[src/source/icache_macros.svh]
/*
 * Instruction cache geometry and configuration register map
 */
`ifndef ICACHE_MACROS_SVH
`define ICACHE_MACROS_SVH

// ----------------------------------------------------------
// Geometry
// ----------------------------------------------------------
`define ICACHE_ADDR_W      32
`define ICACHE_WORD_W      32
`define ICACHE_LINE_WORDS  4
`define ICACHE_SETS        16
`define ICACHE_WAYS        2
`define ICACHE_ID_W        4

// Address split, word field sits above the two byte bits
`define ICACHE_OFFSET_W    2
`define ICACHE_INDEX_W     4
`define ICACHE_TAG_W       (`ICACHE_ADDR_W - `ICACHE_INDEX_W - `ICACHE_OFFSET_W - 2)

// ----------------------------------------------------------
// Configuration space
// ----------------------------------------------------------
`define ICACHE_CFG_ADDR_W  4
`define ICACHE_REG_CTRL    4'h0   // Enable bit
`define ICACHE_REG_FLUSH   4'h4   // Invalidate all lines
`define ICACHE_REG_HITS    4'h8
`define ICACHE_REG_MISSES  4'hC

`endif

[src/source/icache_pkg.sv]
/*
 * Instruction cache types shared by the controller, store,
 * refill engine and register block
 */
`include "icache_macros.svh"

package icache_pkg;

   // ----------------------------------------------------------
   // Fetch port
   // ----------------------------------------------------------
   typedef struct packed {
      logic [`ICACHE_ADDR_W-1:0] addr;
      logic [`ICACHE_ID_W-1:0]   id;
   } fetch_req_t;

   typedef struct packed {
      logic [`ICACHE_WORD_W-1:0] data;
      logic [`ICACHE_ID_W-1:0]   id;
   } fetch_rsp_t;

   // ----------------------------------------------------------
   // Wishbone classic, memory and configuration ports
   // ----------------------------------------------------------
   typedef struct packed {
      logic                          cyc;
      logic                          stb;
      logic                          we;
      logic [`ICACHE_ADDR_W-1:0]     adr;
      logic [`ICACHE_WORD_W-1:0]     dat;
      logic [`ICACHE_WORD_W/8-1:0]   sel;
   } wb_m2s_t;

   typedef struct packed {
      logic                          ack;
      logic [`ICACHE_WORD_W-1:0]     dat;
   } wb_s2m_t;

   // Word 0 in the low bits
   typedef logic [`ICACHE_LINE_WORDS-1:0][`ICACHE_WORD_W-1:0] cache_line_t;

   typedef struct packed {
      logic hit;
      logic miss;
   } cache_evt_t;

   typedef enum logic [2:0] {
      IDLE, LOOKUP, REFILL, BYPASS, FLUSH, RESPOND
   } cache_state_e;

   typedef enum logic [1:0] {
      REG_CTRL, REG_FLUSH, REG_HITS, REG_MISSES
   } cfg_reg_e;

endpackage

[src/source/icache_refill.sv]
/*
 * Wishbone classic read master, fetches a full line or a single word
 */
`timescale 1ns/1ps
`include "icache_macros.svh"

module icache_refill
   import icache_pkg::*;
(
   input  logic                      clk,
   input  logic                      rst_n,
   input  logic                      start_i,
   input  logic                      single_i,
   input  logic [`ICACHE_ADDR_W-1:0] addr_i,
   output logic                      done_o,
   output cache_line_t               line_o,
   output logic [`ICACHE_WORD_W-1:0] word_o,
   output wb_m2s_t                   mem_wb_o,
   input  wb_s2m_t                   mem_wb_i
);

   localparam int BEAT_W   = $clog2(`ICACHE_LINE_WORDS);
   localparam int LINE_LSB = BEAT_W + 2;
   localparam logic [`ICACHE_ADDR_W-1:0] BEAT_BYTES = `ICACHE_WORD_W / 8;

   logic                      cyc_q;
   logic                      single_q;
   logic                      done_q;
   logic [BEAT_W-1:0]         beat_q;
   logic [`ICACHE_ADDR_W-1:0] adr_q;
   cache_line_t               line_q;
   logic                      beat_ok;
   logic                      last_beat;

   assign beat_ok   = cyc_q & mem_wb_i.ack;
   assign last_beat = single_q | (beat_q == '1);

   always_ff @(posedge clk, negedge rst_n)
   begin
      if (!rst_n)
      begin
         cyc_q    <= 1'b0;
         single_q <= 1'b0;
         done_q   <= 1'b0;
         beat_q   <= '0;
      end
      else
      begin
         done_q <= 1'b0;
         if (start_i)
         begin
            cyc_q    <= 1'b1;
            single_q <= single_i;
            beat_q   <= '0;
         end
         else if (beat_ok)
         begin
            beat_q <= beat_q + 1'b1;
            if (last_beat)
            begin
               cyc_q  <= 1'b0;   // Close the cycle after the last beat
               done_q <= 1'b1;
            end
         end
      end
   end

   // Address walk and beat collection
   always_ff @(posedge clk)
   begin
      if (start_i)
         adr_q <= single_i ? {addr_i[`ICACHE_ADDR_W-1:2], 2'b00}
                           : {addr_i[`ICACHE_ADDR_W-1:LINE_LSB], {LINE_LSB{1'b0}}};
      else if (beat_ok)
      begin
         adr_q          <= adr_q + BEAT_BYTES;
         line_q[beat_q] <= mem_wb_i.dat;
      end
   end

   always_comb
   begin
      mem_wb_o     = '0;   // Read only
      mem_wb_o.cyc = cyc_q;
      mem_wb_o.stb = cyc_q;
      mem_wb_o.adr = adr_q;
      mem_wb_o.sel = '1;
   end

   assign done_o = done_q;
   assign line_o = line_q;
   assign word_o = line_q[0];   // Single reads land in slot 0

endmodule

[config.mk]
export PLATFORM = sky130hd
export DESIGN_NAME = icache_refill
export DESIGN_NICKNAME = d
export VERILOG_FILES = /design/src/source/icache_pkg.sv /design/src/source/icache_refill.sv
export VERILOG_INCLUDE_DIRS = /design/src /design/src/source
export SDC_FILE = /design/constraint.sdc
export NUM_CORES = 1
export LEC_CHECK = 0
export ABC_AREA = 1
export BUFFER_PORTS_ARGS = -buffer_cell sky130_fd_sc_hd__clkbuf_2
export CORE_AREA = 2 2 119 121
export CTS_CLUSTER_SIZE = 25
export DETAILED_ROUTE_END_ITERATION = 8
export DIE_AREA = 0 0 121 123
export HOLD_SLACK_MARGIN = 0.1
export PLACE_DENSITY = 0.84
export SLEW_MARGIN = 20
export SYNTH_ARGS = -nofsm -noshare
export SYNTH_HDL_FRONTEND = slang
export SYNTH_SLANG_ARGS = --single-unit
[constraint.sdc]
create_clock -name clk -period 4.36 [get_ports clk]
set_input_delay 0.436 -clock clk [delete_from_list [all_inputs] [get_ports clk]]
set_output_delay 0.436 -clock clk [all_outputs]
set_load 0.005 [all_outputs]
==> results.txt, run 1 <==
----------------------------------------------------
[Yosys]
  Most frequently used cell type in the post-synthesis netlist ... edfxtp_1
  Proportion of synthesized chip area in sequential cells ... 0.7193
  Synthesized instance count ... 529
  Netlist area before placement ... 6770 um^2
  Area share of the largest cell type after synthesis ... 0.7008
  Post-synth ARST share ... 0.03067
  Cell types with the largest area share after synthesis ... edfxtp_1 70%, buf_4 8.1%, nand2_1 6.9%, nor2_1 2.5%, nand3_1 2.2%
  Commonest cells post-synth ... 158 x edfxtp_1, 125 x nand2_1, 73 x buf_4
  Count of synthesis-stage warnings from yosys ... 0
  Leading area contributor after synthesis ... edfxtp_1
  Synth Area per Inst ... 12.80 um^2
  Count of cell types in the netlist ... 28
  Number of flops mapped to enable cells by yosys ... 158
  Flop and latch count out of synthesis ... 163
  Most used flip-flop cell after synthesis ... edfxtp_1

[STA]
  Unrepaired setup endpoints after global routing ... false
  Setup Skew ... 0.009898 ns
  Setup violations, final ... 0
  Total Neg Setup Slack ... 0 ns
  Relative slew slack ... 0.3113
  Final hold violation count ... 0
  Share of the cycle needed by the critical path after routing ... 0.5124
  Period minus WS final ... 2.234 ns
  Worst Max-Slew Pin Slew ... 1.031 ns
  Achievable clock frequency ... 0.4476 GHz
  Pins over their slew limit ... 0

[Final layout]
  Final net count ... 842
  Layout overhead on the synthesized area ... 25.26%
  Antenna cells ... 0
  Number of filler instances in the final layout ... 1061
  Post-route cell area ... 8481 um^2
  Fraction of layout cells with a size suffix above 1 ... 0.4059

[GRT]
  First-pass GRT wire length ... 22.03 mm
  Maximum number of pins on one net before global-route repair ... 41
  Overflow left after global routing ... 0
  Number of antenna violations at the first check in global routing ... 0
  All-Layer GR Usage ... 0.2019
  Via count of the first global-routing pass ... 4093

[Worst setup path]
  Slowest cell on crit path ... nor2_4
  Worst Path Class, Setup ... primary input to register
  R2r setup slk ... 2.29 ns
  Critical path, cell by cell ... clkbuf_2 -> nor2_1 -> inv_1 -> nor2_4
  Maximum cell stage delay along the critical path ... 0.82 ns
  Worst reg-to-reg path cell count ... 4
  RR Startpoint ... cyc_q
  Sort of element at the start of the critical path ... primary input
  Crit Path Max Fanout ... 40
  Crit-path leading delay family ... simple AND/OR/NAND/NOR gates
  Worst reg2reg endpoint ... word_o[2]
  CP endpoint kind ... register
  Buffering stage count on the worst path with inverters included ... 2
  Required time of the critical path ... 4.39 ns
  Worst EP arrival ... 2.27 ns

[Worst hold path]
  Hold WC Path Type ... primary input to register
  Launch point of the worst hold path ... mem_wb_i[25]
  Depth of the worst hold-timing path ... 1
  Worst hold path endpoint ... word_o[25]

[Placed design]
  Number of port buffers ... 259
  HPWL after detailed placement ... 11.08 mm
  Global placement routability congestion ... 0.8417
  Cell area reported after detailed placement ... 7900 um^2

[Route]
  Number of DRC markers in iteration 0 ... 283
  Via total after detailed routing ... 4528
  Total detailed-routing wirelength ... 14.94 mm
  Number of vias per cell ... 4.712
  Residual DRC ... 0
  Router iterations before antenna repair ... 5
  DRT antenna net count ... 0
  DR WL/cell ... 15.55 um

[Die]
  Area of the die ... 14880 um^2
  Initial core utilization ... 0.4974
  Width of the die ... 121 um
  Chip Height ... 123 um
  Placement row count ... 43
  Standard cell core area ... 13610 um^2
  Boundary pin count ... 301

[Clock tree]
  Maximum root-to-sink buffer count ... 2
  H-tree depth ... 4
  Clock tree sinks ... 163
  Clock insertion delay at the later pin of the skew report ... 0.42 ns
  Clock slew at reported path FFs ... 0.06 ns
  Inserted Clock Buffers ... 17
  Clock Tree Root ... clkbuf_16
  Clock tree from TritonCTS ... built
  Number of buffers added for setup after CTS ... 0

[Power and ir drop]
  Peak supply drop ... 0.0002130 V
  Power per Cell Area ... 418.5 nW/um^2
  P_leak ... 3.686 nW

[Job]
  MaxCap Viol Count ... 0

[Status]
  Result of the run ... completed

----------------------------------------------------
repair_timing:
item,4_1_cts,5_1_grt
hold buffers,1,0
resized for setup,0,0
endpoints found under the hold margin,5,0
routing by layer:
layer / track usage / routed length (um) / share of wire / up-vias
li1: - / - / - / 2163
met1: 0.2460 / 5910 / 0.40 / 2123
met2: 0.3441 / 7579 / 0.51 / 227
met3: 0.05812 / 1268 / 0.085 / 15
met4: 0.07413 / 185 / 0.012 / 0
met5: 0 / 0 / 0 / -
power breakdown:
group / switching, mW / internal, mW
Combinational: 0.174 / 0.110
Clock: 0.648 / 0.755
Sequential: 0.0580 / 1.80
Total: 0.881 / 2.67
worst register-to-register path, cell delays in order (launching register included):
cell	delay (ns)
dfrtp_1	0.38
nand2_1	0.09
nor2_1	0.15
inv_1	0.21
nor2_4	0.83
cells in the final DEF, fill, tap and decap left out:
cell and instances:
clkinv_4 2, dfrtp_1 5, or2_0 3, nor2_4 11, o21bai_1 1, clkbuf_16 17
dlygate4sd3_1 1, inv_6 4, clkinv_1 2, o21ai_0 11, nand3_1 30, nand2_4 2
nor2_1 41, a21oi_1 6, edfxtp_1 158, clkinv_8 2, inv_1 28, nand3b_2 2
inv_8 3, inv_2 1, conb_1 39, or2_1 2, or2_2 2, and2_1 1
nor2_2 3, ha_1 5, xor2_1 3, nand2_1 125, clkinvlp_4 3, nand2_2 4
a31oi_1 2, buf_4 2, nor3_1 1, clkbuf_2 259
kinds of logic (layout without fill, tap and decap cells):
| group | count (synthesis) | in the layout | share of synthesized area |
|---|---|---|---|
| xor gates and xnor gates | 3 | 3 | 0.003882 |
| buffers and inverters | 109 | 324 | 0.1016 |
| AOI/OAI and AO/OA | 20 | 20 | 0.01552 |
| and+or+nand+nor | 227 | 227 | 0.1493 |
| DFF | 163 | 163 | 0.7193 |
| adders and majority gates | 5 | 5 | 0.009240 |
| other | 2 | 39 | 0.001109 |
registers in the layout (all words and copies together) (netlist names):
register	flops
done_o	1
cyc_q	1
word_o	32
single_q	1
beat_q	2
adr_q	30
line_o	96
worst max path at each step:
stage            startpoint  depth (start not counted)  slack, ns           to
3_3_place_gp        start_i                          4       1.71   word_o[20]
4_1_cts             start_i                          4       2.10   word_o[12]
6_report            start_i                          4       2.13    word_o[2]
3_5_place_dp        start_i                          4       1.66   word_o[20]
5_1_grt             start_i                          4       1.83   word_o[12]
2_1_floorplan  mem_wb_i[32]                          4       1.85  line_o[100]
layout make-up:
type / count / area [um^2] / area share
well taps: 180 / 225.2 / 0.02656
multi-input cells: 294 / 1381 / 0.1629
inverters: 30 / 112.6 / 0.01328
flip-flops and latches: 163 / 4870 / 0.5742
clock buffers: 17 / 425.4 / 0.05016
repair buffers: 262 / 1321 / 0.1558
clock inverters: 15 / 145.1 / 0.01711
metrics by stage:
step                hold WS (ns)  total power, mW  std cells  setup slack, ns    util
floorplan                 0.1404            2.058        566            1.847       -
global placement          0.2534            2.169        928            1.707  0.5804
detailed placement        0.2576            2.181        928            1.656  0.5804
CTS                       0.2197            3.576        961            2.097  0.6230
global route              0.2098            3.708        961            1.828  0.6230
finish                    0.2394            3.549        961            2.126  0.6230
Note: power is estimated with default switching activity, not from simulation.
==> inputs of run 2 (changes only) <==
--- a/config.mk
+++ b/config.mk
@@ -8,12 +8,12 @@
 export LEC_CHECK = 0
 export ABC_AREA = 1
 export BUFFER_PORTS_ARGS = -buffer_cell sky130_fd_sc_hd__clkbuf_2
-export CORE_AREA = 2 2 119 121
+export CORE_AREA = 2 2 124 126
 export CTS_CLUSTER_SIZE = 25
 export DETAILED_ROUTE_END_ITERATION = 8
-export DIE_AREA = 0 0 121 123
+export DIE_AREA = 0 0 126 128
 export HOLD_SLACK_MARGIN = 0.1
-export PLACE_DENSITY = 0.84
+export PLACE_DENSITY = 0.78
 export SLEW_MARGIN = 20
 export SYNTH_ARGS = -nofsm -noshare
 export SYNTH_HDL_FRONTEND = slang
==> constraint.sdc (replaced) <==
create_clock -name clk -period 2.35 [get_ports clk]
set_input_delay 0.235 -clock clk [delete_from_list [all_inputs] [get_ports clk]]
set_output_delay 0.235 -clock clk [all_outputs]
set_load 0.005 [all_outputs]
==> run 2 against run 1 <==
First-iteration DRC count is 0.35% lower. Cell count is 6.6% higher. Sequential share of layout area is 3.7 points lower. Sequential cell count stayed put. Sequential power is 85% higher. Non-clock buffer count is 55 higher. Die area is 8.4% higher. Power is 92% higher. Routed wire length is 10% higher. Core utilization is 1.3 points lower. Count of clock-buffer cells in the layout is 1 higher. Global-route usage is 0.19 points lower. Critical endpoint is now line_o[115]. Largest power group unchanged. Highest routed layer unchanged.
==> results.txt, run 2 (synthesis gave the netlist of run 1 again) <==
----------------------------------------------------
[Worst setup path]
  RR Startpoint ... cyc_q
  CP endpoint kind ... register
  Crit Path Max Fanout ... 32 (-20%)
  Worst Path Class, Setup ... register to register
  Worst EP arrival ... 1.84 ns (-0.43 ns)
  Worst reg-to-reg path cell count ... 5 (+1)
  Worst reg2reg endpoint ... line_o[115]
  Sort of element at the start of the critical path ... register
  R2r setup slk ... 0.56 ns (-1.73 ns)
  Required time of the critical path ... 2.40 ns (-1.99 ns)

[Placed design]
  Placed Cells ... 941 (+1.4%)
  HPWL after detailed placement ... 11.63 mm (+5.0%)
  Number of port buffers ... 259 (unchanged)
  Cell area reported after detailed placement ... 7960 um^2 (+0.76%)
  Global placement routability congestion ... 0.8284 (-1.6%)

[Power and ir drop]
  P_leak ... 3.936 nW (+6.8%)
  Proportion of power drawn by combinational gates ... 0.090 (+0.010)
  Clock power share ... 0.404 (+0.009)
  Sum of internal, switching and leakage power ... 6.820 mW (+92%)
  Peak supply drop ... 0.0004905 V (+130%)
  Proportion of power drawn by flip-flops and latches ... 0.506 (-0.018)
  Net switching share of the total power ... 0.2367 (-0.01133)
  Power per Cell Area ... 752.6 nW/um^2 (+80%)
  Net switching power figure ... 1.615 mW (+83%)
  Internal power ... 5.205 mW (+95%)

[Clock tree]
  Post-CTS Hold Buffers ... 51 (+50)
  Clock insertion delay at the later pin of the skew report ... 0.42 ns (about the same)
  Maximum root-to-sink buffer count ... 2 (unchanged)
  Clock slew at reported path FFs ... 0.06 ns (about the same)
  Clock Tree Root ... clkbuf_16
  Number of resized instances in the post-cts repair step ... 0 (unchanged)
  H-tree depth ... 4 (unchanged)
  Clock tree sinks ... 163 (unchanged)
  Clock tree from TritonCTS ... built
  Number of buffers added for setup after CTS ... 0 (unchanged)
  Inserted Clock Buffers ... 17 (unchanged)

[STA]
  Unrepaired setup endpoints after global routing ... false
  Period minus WS final ... 1.788 ns
  Achievable clock frequency ... 0.5594 GHz
  Pins over their slew limit ... 0 (unchanged)
  Setup violations, final ... 0 (unchanged)
  Setup Skew ... 0.01429 ns (+0.004392 ns)
  Share of the cycle needed by the critical path after routing ... 0.7608
  Final hold violation count ... 0 (unchanged)

[Status]
  Result of the run ... completed

[GRT]
  Via count of the first global-routing pass ... 4433 (+8.3%)
  Number of antenna violations at the first check in global routing ... 0 (unchanged)
  Maximum number of pins on one net before global-route repair ... 40 (-2.4%)
  First-pass GRT wire length ... 24.40 mm (+11%)
  Overflow left after global routing ... 0 (unchanged)
  All-Layer GR Usage ... 0.2001 (-0.001889)

[Final layout]
  Final net count ... 897 (+6.5%)
  Most common cell after layout, fill and taps aside ... clkbuf_2
  Leading cell types in the layout, fill and taps excluded ... 259 x clkbuf_2, 158 x edfxtp_1, 125 x nand2_1
  Final Instance Count excl. Fillers ... 1024 (+6.6%)
  Layout overhead on the synthesized area ... 33.86%
  Fraction of layout cells with a size suffix above 1 ... 0.3852 (-0.02072)
  Antenna cells ... 0 (unchanged)
  Final standard cell utilization of the core ... 0.6097 (-0.01336)
  Number of flip-flops under the largest register name ... 96 (unchanged)
  Post-route cell area ... 9062 um^2 (+6.9%)

[Worst hold path]
  Depth of the worst hold-timing path ... 3 (+2)
  Launch point of the worst hold path ... addr_i[10]
  Hold WC Path Type ... primary input to register
  Worst hold path endpoint ... adr_q[10]

[Die]
  Initial core utilization ... 0.4555 (-0.04191)
  Area of the die ... 16130 um^2 (+8.4%)
  Standard cell core area ... 14860 um^2 (+9.2%)
  Chip Height ... 128 um (+4.1%)
  Width of the die ... 126 um (+4.1%)
  Boundary pin count ... 301 (unchanged)
  Placement row count ... 45 (+4.7%)

[Route]
  DR WL/cell ... 16.05 um (+3.2%)
  DRT antenna net count ... 0 (unchanged)
  Number of vias per cell ... 4.637 (-1.6%)
  Router iterations before antenna repair ... 5 (unchanged)
  Total detailed-routing wirelength ... 16.43 mm (+10%)
  Residual DRC ... 0 (unchanged)
  Number of DRC markers in iteration 0 ... 282 (-0.35%)
  Via total after detailed routing ... 4748 (+4.9%)

[Job]
  MaxCap Viol Count ... 0 (unchanged)

----------------------------------------------------
-- run 2: metal layers --
metal,vias to the layer above,global-route usage,share of wire
met5,-,0,0
met4,0,0.06141,0.011
met3,15,0.05843,0.078
met2,244,0.3435,0.52
met1,2218,0.2464,0.40
li1,2271,-,-
-- run 2: power by group through the flow --
stage               clock network (mW)  registers (mW)  logic (mW)
floorplan                            0            3.50       0.315
global placement                     0            3.51       0.530
detailed placement                   0            3.51       0.545
CTS                               2.80            3.45       0.614
global route                      2.93            3.47       0.679
finish                            2.75            3.45       0.611
-- run 2: per-stage QoR --
step / hold slack (ns) / setup slack [ns] / setup TNS (ns)
2_1_floorplan: -0.06059 / -0.1089 / -13.94
3_3_place_gp: 0.05520 / 0.5761 / 0
3_5_place_dp: 0.05917 / 0.5713 / 0
4_1_cts: 0.1015 / 0.5582 / 0
5_1_grt: 0.1096 / 0.4346 / 0
6_report: 0.1168 / 0.5622 / 0
-- run 2: critical path, cell delays in order (launching register included) --
cell	delay (ns)
dfrtp_1	0.38
nand2_1	0.08
nor2_1	0.17
inv_1	0.22
nor2_4	0.12
buf_4	0.42
-- run 2: cell type report --
cell class	count	area (um^2)
Tap cell	188	235.2
Fill cell	1143	5802
Clock buffer	18	429.2
Inverter	30	112.6
Timing Repair Buffer	317	1872
Sequential cell	163	4870
Clock inverter	14	162.7
Multi-Input combinational cell	294	1381
-- run 2: how the worst max path moves through the flow --
stage           from           to  slack (ns)  depth (start not counted)
6_report       cyc_q  line_o[115]        0.56                          5
5_1_grt        cyc_q   word_o[27]        0.43                          5
4_1_cts        cyc_q   word_o[16]        0.56                          5
3_5_place_dp   cyc_q    word_o[9]        0.57                          5
3_3_place_gp   cyc_q   word_o[26]        0.58                          5
2_1_floorplan  cyc_q  line_o[100]       -0.11                          4
==> inputs of run 3 (changes only) <==
--- a/config.mk
+++ b/config.mk
@@ -6,14 +6,14 @@
 export SDC_FILE = /design/constraint.sdc
 export NUM_CORES = 1
 export LEC_CHECK = 0
-export ABC_AREA = 1
+export ABC_AREA = 0
 export BUFFER_PORTS_ARGS = -buffer_cell sky130_fd_sc_hd__clkbuf_2
-export CORE_AREA = 2 2 124 126
+export CORE_AREA = 2 2 121 123
 export CTS_CLUSTER_SIZE = 25
 export DETAILED_ROUTE_END_ITERATION = 8
-export DIE_AREA = 0 0 126 128
+export DIE_AREA = 0 0 123 125
 export HOLD_SLACK_MARGIN = 0.1
-export PLACE_DENSITY = 0.78
+export PLACE_DENSITY = 0.79
 export SLEW_MARGIN = 20
 export SYNTH_ARGS = -nofsm -noshare
 export SYNTH_HDL_FRONTEND = slang
==> constraint.sdc (replaced) <==
create_clock -name clk -period 1.8 [get_ports clk]
set_input_delay 0.18 -clock clk [delete_from_list [all_inputs] [get_ports clk]]
set_output_delay 0.18 -clock clk [all_outputs]
set_load 0.005 [all_outputs]
==> run 3 against run 2 <==
The flow now finishes with violations (negative setup slack). Synthesized cell count shrank 19%. Non-clock buffer count grew 43. Routed wire length rose by 2.1%. Sequential power rose by 30%. Worst hold slack better by 0.0059 ns. Via count fell by 0.34%. Combinational power rose by 63%. Largest cell class unchanged. Sequential cell count is the same.
==> results.txt, run 3 <==
----------------------------------------------------
[STA]
  Final setup slack of the worst path ... -0.2529 ns (-0.8151 ns)
  Period minus WS final ... 2.053 ns (+0.2651 ns)
  Pins over their slew limit ... 0 (unchanged)
  Share of the cycle needed by the critical path after routing ... 1.141 (+0.3797)
  Achievable clock frequency ... 0.4871 GHz (-13%)
  Setup Skew ... 0.01360 ns (-0.0006875 ns)
  Setup violations, final ... 14 (+14)
  Final hold violation count ... 0 (unchanged)
  Unrepaired setup endpoints after global routing ... true

[Yosys]
  Synthesized instance count ... 426 (-19%)
  Proportion of synthesized chip area in sequential cells ... 0.7492 (+0.02991)
  Netlist area before placement ... 6500 um^2 (-4.0%)
  Count of cell types in the netlist ... 31 (+11%)
  Most frequently used cell type in the post-synthesis netlist ... edfxtp_1
  Area share of the largest cell type after synthesis ... 0.7299 (+0.02914)
  Number of flops mapped to enable cells by yosys ... 158 (unchanged)
  Leading area contributor after synthesis ... edfxtp_1
  Post-synth ARST share ... 0.03067 (unchanged)
  Commonest cells post-synth ... 158 x edfxtp_1, 73 x buf_4, 28 x nand2_1
  Cell types with the largest area share after synthesis ... edfxtp_1 73%, buf_4 8.4%, dfrtp_1 1.9%, o21ai_0 1.9%, nand2_1 1.6%
  Count of synthesis-stage warnings from yosys ... 0 (unchanged)
  Flop and latch count out of synthesis ... 163 (unchanged)
  Synth Area per Inst ... 15.26 um^2 (+19%)
  Most used flip-flop cell after synthesis ... edfxtp_1

[Worst hold path]
  Hold WC Path Type ... primary input to register
  Launch point of the worst hold path ... addr_i[20]
  Worst hold path endpoint ... adr_q[20]
  Depth of the worst hold-timing path ... 3 (unchanged)

[Clock tree]
  Clock Tree Root ... clkbuf_16
  Maximum root-to-sink buffer count ... 2 (unchanged)
  Clock tree from TritonCTS ... built
  H-tree depth ... 4 (unchanged)
  Inserted Clock Buffers ... 17 (unchanged)
  Clock tree sinks ... 163 (unchanged)
  Clock slew at reported path FFs ... 0.06 ns (about the same)
  Clock insertion delay at the later pin of the skew report ... 0.42 ns (about the same)

[Route]
  Number of DRC markers in iteration 0 ... 380 (+35%)
  Residual DRC ... 0 (unchanged)
  Number of vias per cell ... 4.950 (+6.8%)
  Total detailed-routing wirelength ... 16.78 mm (+2.1%)
  DR WL/cell ... 17.55 um (+9.4%)
  DRT antenna net count ... 0 (unchanged)
  Via total after detailed routing ... 4732 (-0.34%)
  Router iterations before antenna repair ... 5 (unchanged)

[Worst setup path]
  Required time of the critical path ... 2.06 ns (-0.34 ns)
  Critical path, cell by cell ... ha_2 -> nand4_1 -> or4_4 -> or4_1 -> a31oi_1
  Worst setup startpoint ... adr_q[3]
  Worst reg-to-reg path cell count ... 5 (unchanged)
  Worst reg2reg endpoint ... adr_q[30]
  Slowest cell on crit path ... or4_4
  Sort of element at the start of the critical path ... register
  Worst EP arrival ... 2.31 ns (+0.47 ns)
  RR Startpoint ... adr_q[3]
  Worst Path Class, Setup ... register to register
  Maximum cell stage delay along the critical path ... 0.49 ns (+0.07 ns)
  CP endpoint kind ... register
  Crit Path Max Fanout ... 4 (-88%)
  R2r setup slk ... -0.25 ns (-0.82 ns)

[Placed design]
  Number of port buffers ... 259 (unchanged)
  Global placement routability congestion ... 0.8810 (+6.3%)
  Placed Cells ... 871 (-7.4%)
  HPWL after detailed placement ... 11.32 mm (-2.7%)
  Cell area reported after detailed placement ... 8039 um^2 (+0.99%)

[GRT]
  Maximum number of pins on one net before global-route repair ... 33 (-18%)
  Number of antenna violations at the first check in global routing ... 1 (+1)
  Via count of the first global-routing pass ... 4451 (+0.41%)
  All-Layer GR Usage ... 0.2172 (+0.01715)
  Overflow left after global routing ... 0 (unchanged)
  First-pass GRT wire length ... 24.90 mm (+2.1%)

[Final layout]
  Final net count ... 832 (-7.2%)
  Most common cell after layout, fill and taps aside ... clkbuf_2
  Post-route cell area ... 9185 um^2 (+1.4%)
  Leading cell types in the layout, fill and taps excluded ... 259 x clkbuf_2, 158 x edfxtp_1, 49 x dlygate4sd3_1
  Layout overhead on the synthesized area ... 41.31%
  Fraction of layout cells with a size suffix above 1 ... 0.4708 (+0.08565)
  Number of flip-flops under the largest register name ... 96 (unchanged)
  Final Instance Count excl. Fillers ... 956 (-6.6%)

[Die]
  Chip Height ... 125 um (-2.3%)
  Standard cell core area ... 14200 um^2 (-4.4%)
  Placement row count ... 44 (-2.2%)
  Area of the die ... 15380 um^2 (-4.7%)
  Initial core utilization ... 0.4576 (+0.002157)
  Width of the die ... 123 um (-2.4%)
  Boundary pin count ... 301 (unchanged)

[Status]
  Failing checks ... negative setup slack
  Result of the run ... complete, but fails checks

[Power and ir drop]
  Power per Cell Area ... 977.4 nW/um^2 (+30%)
  P_leak ... 3.838 nW (-2.5%)
  Peak supply drop ... 0.0006166 V (+26%)

[Job]
  MaxCap Viol Count ... 0 (unchanged)

----------------------------------------------------
## run 3: cell count changes after synthesis, moves of 6 or more
| cell | before | now |
|---|---|---|
| nand2_1 | 125 | 28 |
| nor2_1 | 45 | 19 |
| inv_1 | 28 | 9 |
| nand3_1 | 30 | 14 |
| o21ai_0 | 11 | 25 |
| a31oi_1 | 2 | 14 |
| or3_1 | 0 | 11 |
| or4_1 | 0 | 10 |
| xnor2_1 | 0 | 9 |
| nor2_4 | 7 | 0 |
| a21oi_1 | 6 | 0 |
| clkbuf_1 | 2 | 8 |
## run 3: layout make-up
cell class,instances,area [um^2]
clock buffer,17,425.4
clock inverter,15,146.4
antenna,1,2.502
inverter,9,33.78
fill,1042,5019
timing repair buffer,360,2256
sequential,163,4870
tap,184,230.2
multi-input combinational,207,1221
## run 3: worst max-delay path by stage
stage	to	slack, ns	depth (start not counted)
after floorplan	adr_q[30]	-0.18	5
after global placement	adr_q[30]	-0.13	5
after detailed placement	adr_q[22]	-0.28	5
after CTS	adr_q[30]	-0.22	5
after global routing	adr_q[30]	-0.31	5
final	adr_q[30]	-0.25	5
## run 3: metrics by stage
stage	power [mW]	hold WS, ns	setup slack (ns)	util	setup TNS, ns
after floorplan	4.984	-0.1156	-0.1807	-	-1.330
after global placement	5.393	-0.001968	-0.1299	0.5660	-0.9875
after detailed placement	5.431	-0.0002298	-0.2849	0.5660	-2.164
after CTS	8.994	0.1027	-0.2233	0.6442	-1.534
after global routing	9.274	0.1284	-0.3066	0.6465	-2.814
final	8.977	0.1227	-0.2529	0.6467	-1.778
## run 3: critical path: cells and delay by family (launching register included)
| kind | cells | cell delay [ns] |
|---|---|---|
| flops | 1 | 0.40 |
| simple gates | 3 | 1.12 |
| compound gates | 1 | 0.17 |
| fa+ha+maj | 1 | 0.20 |
## run 3: timing repair
action,CTS,global route
pin swaps,1,5
setup endpoints to repair,13,17
setup buffers,3,1
gates resized for setup,6,8
hold buffers,49,0
endpoints found under the hold margin,149,0
## run 3: layer usage
layer	part of all wire	track usage	up-vias	wire length [um]
li1	-	-	2140	-
met1	0.38	0.2701	2295	6426
met2	0.52	0.3822	286	8795
met3	0.085	0.05520	11	1427
met4	0.0077	0.04545	0	129
met5	0	0	-	0
## run 3: cells by family (layout without fill, tap and decap cells)
kind of cell / count (synthesis) / in the layout / synth area share
compound gates: 46 / 46 / 0.04081
simple gates: 102 / 102 / 0.08258
mux: 1 / 1 / 0.001732
fa+ha+maj: 5 / 5 / 0.009625
other cells: 2 / 40 / 0.001155
xor+xnor: 14 / 14 / 0.01886
buf+inv: 93 / 401 / 0.09605
flops: 163 / 163 / 0.7492
## run 3: power breakdown
| part | switching, mW | leakage [nW] | internal [mW] |
|---|---|---|---|
| Sequential | 0.113 | 1.53 | 4.37 |
| Clock | 1.55 | 0.282 | 1.95 |
| Combinational | 0.514 | 2.03 | 0.480 |
| Total | 2.17 | 3.84 | 6.80 |
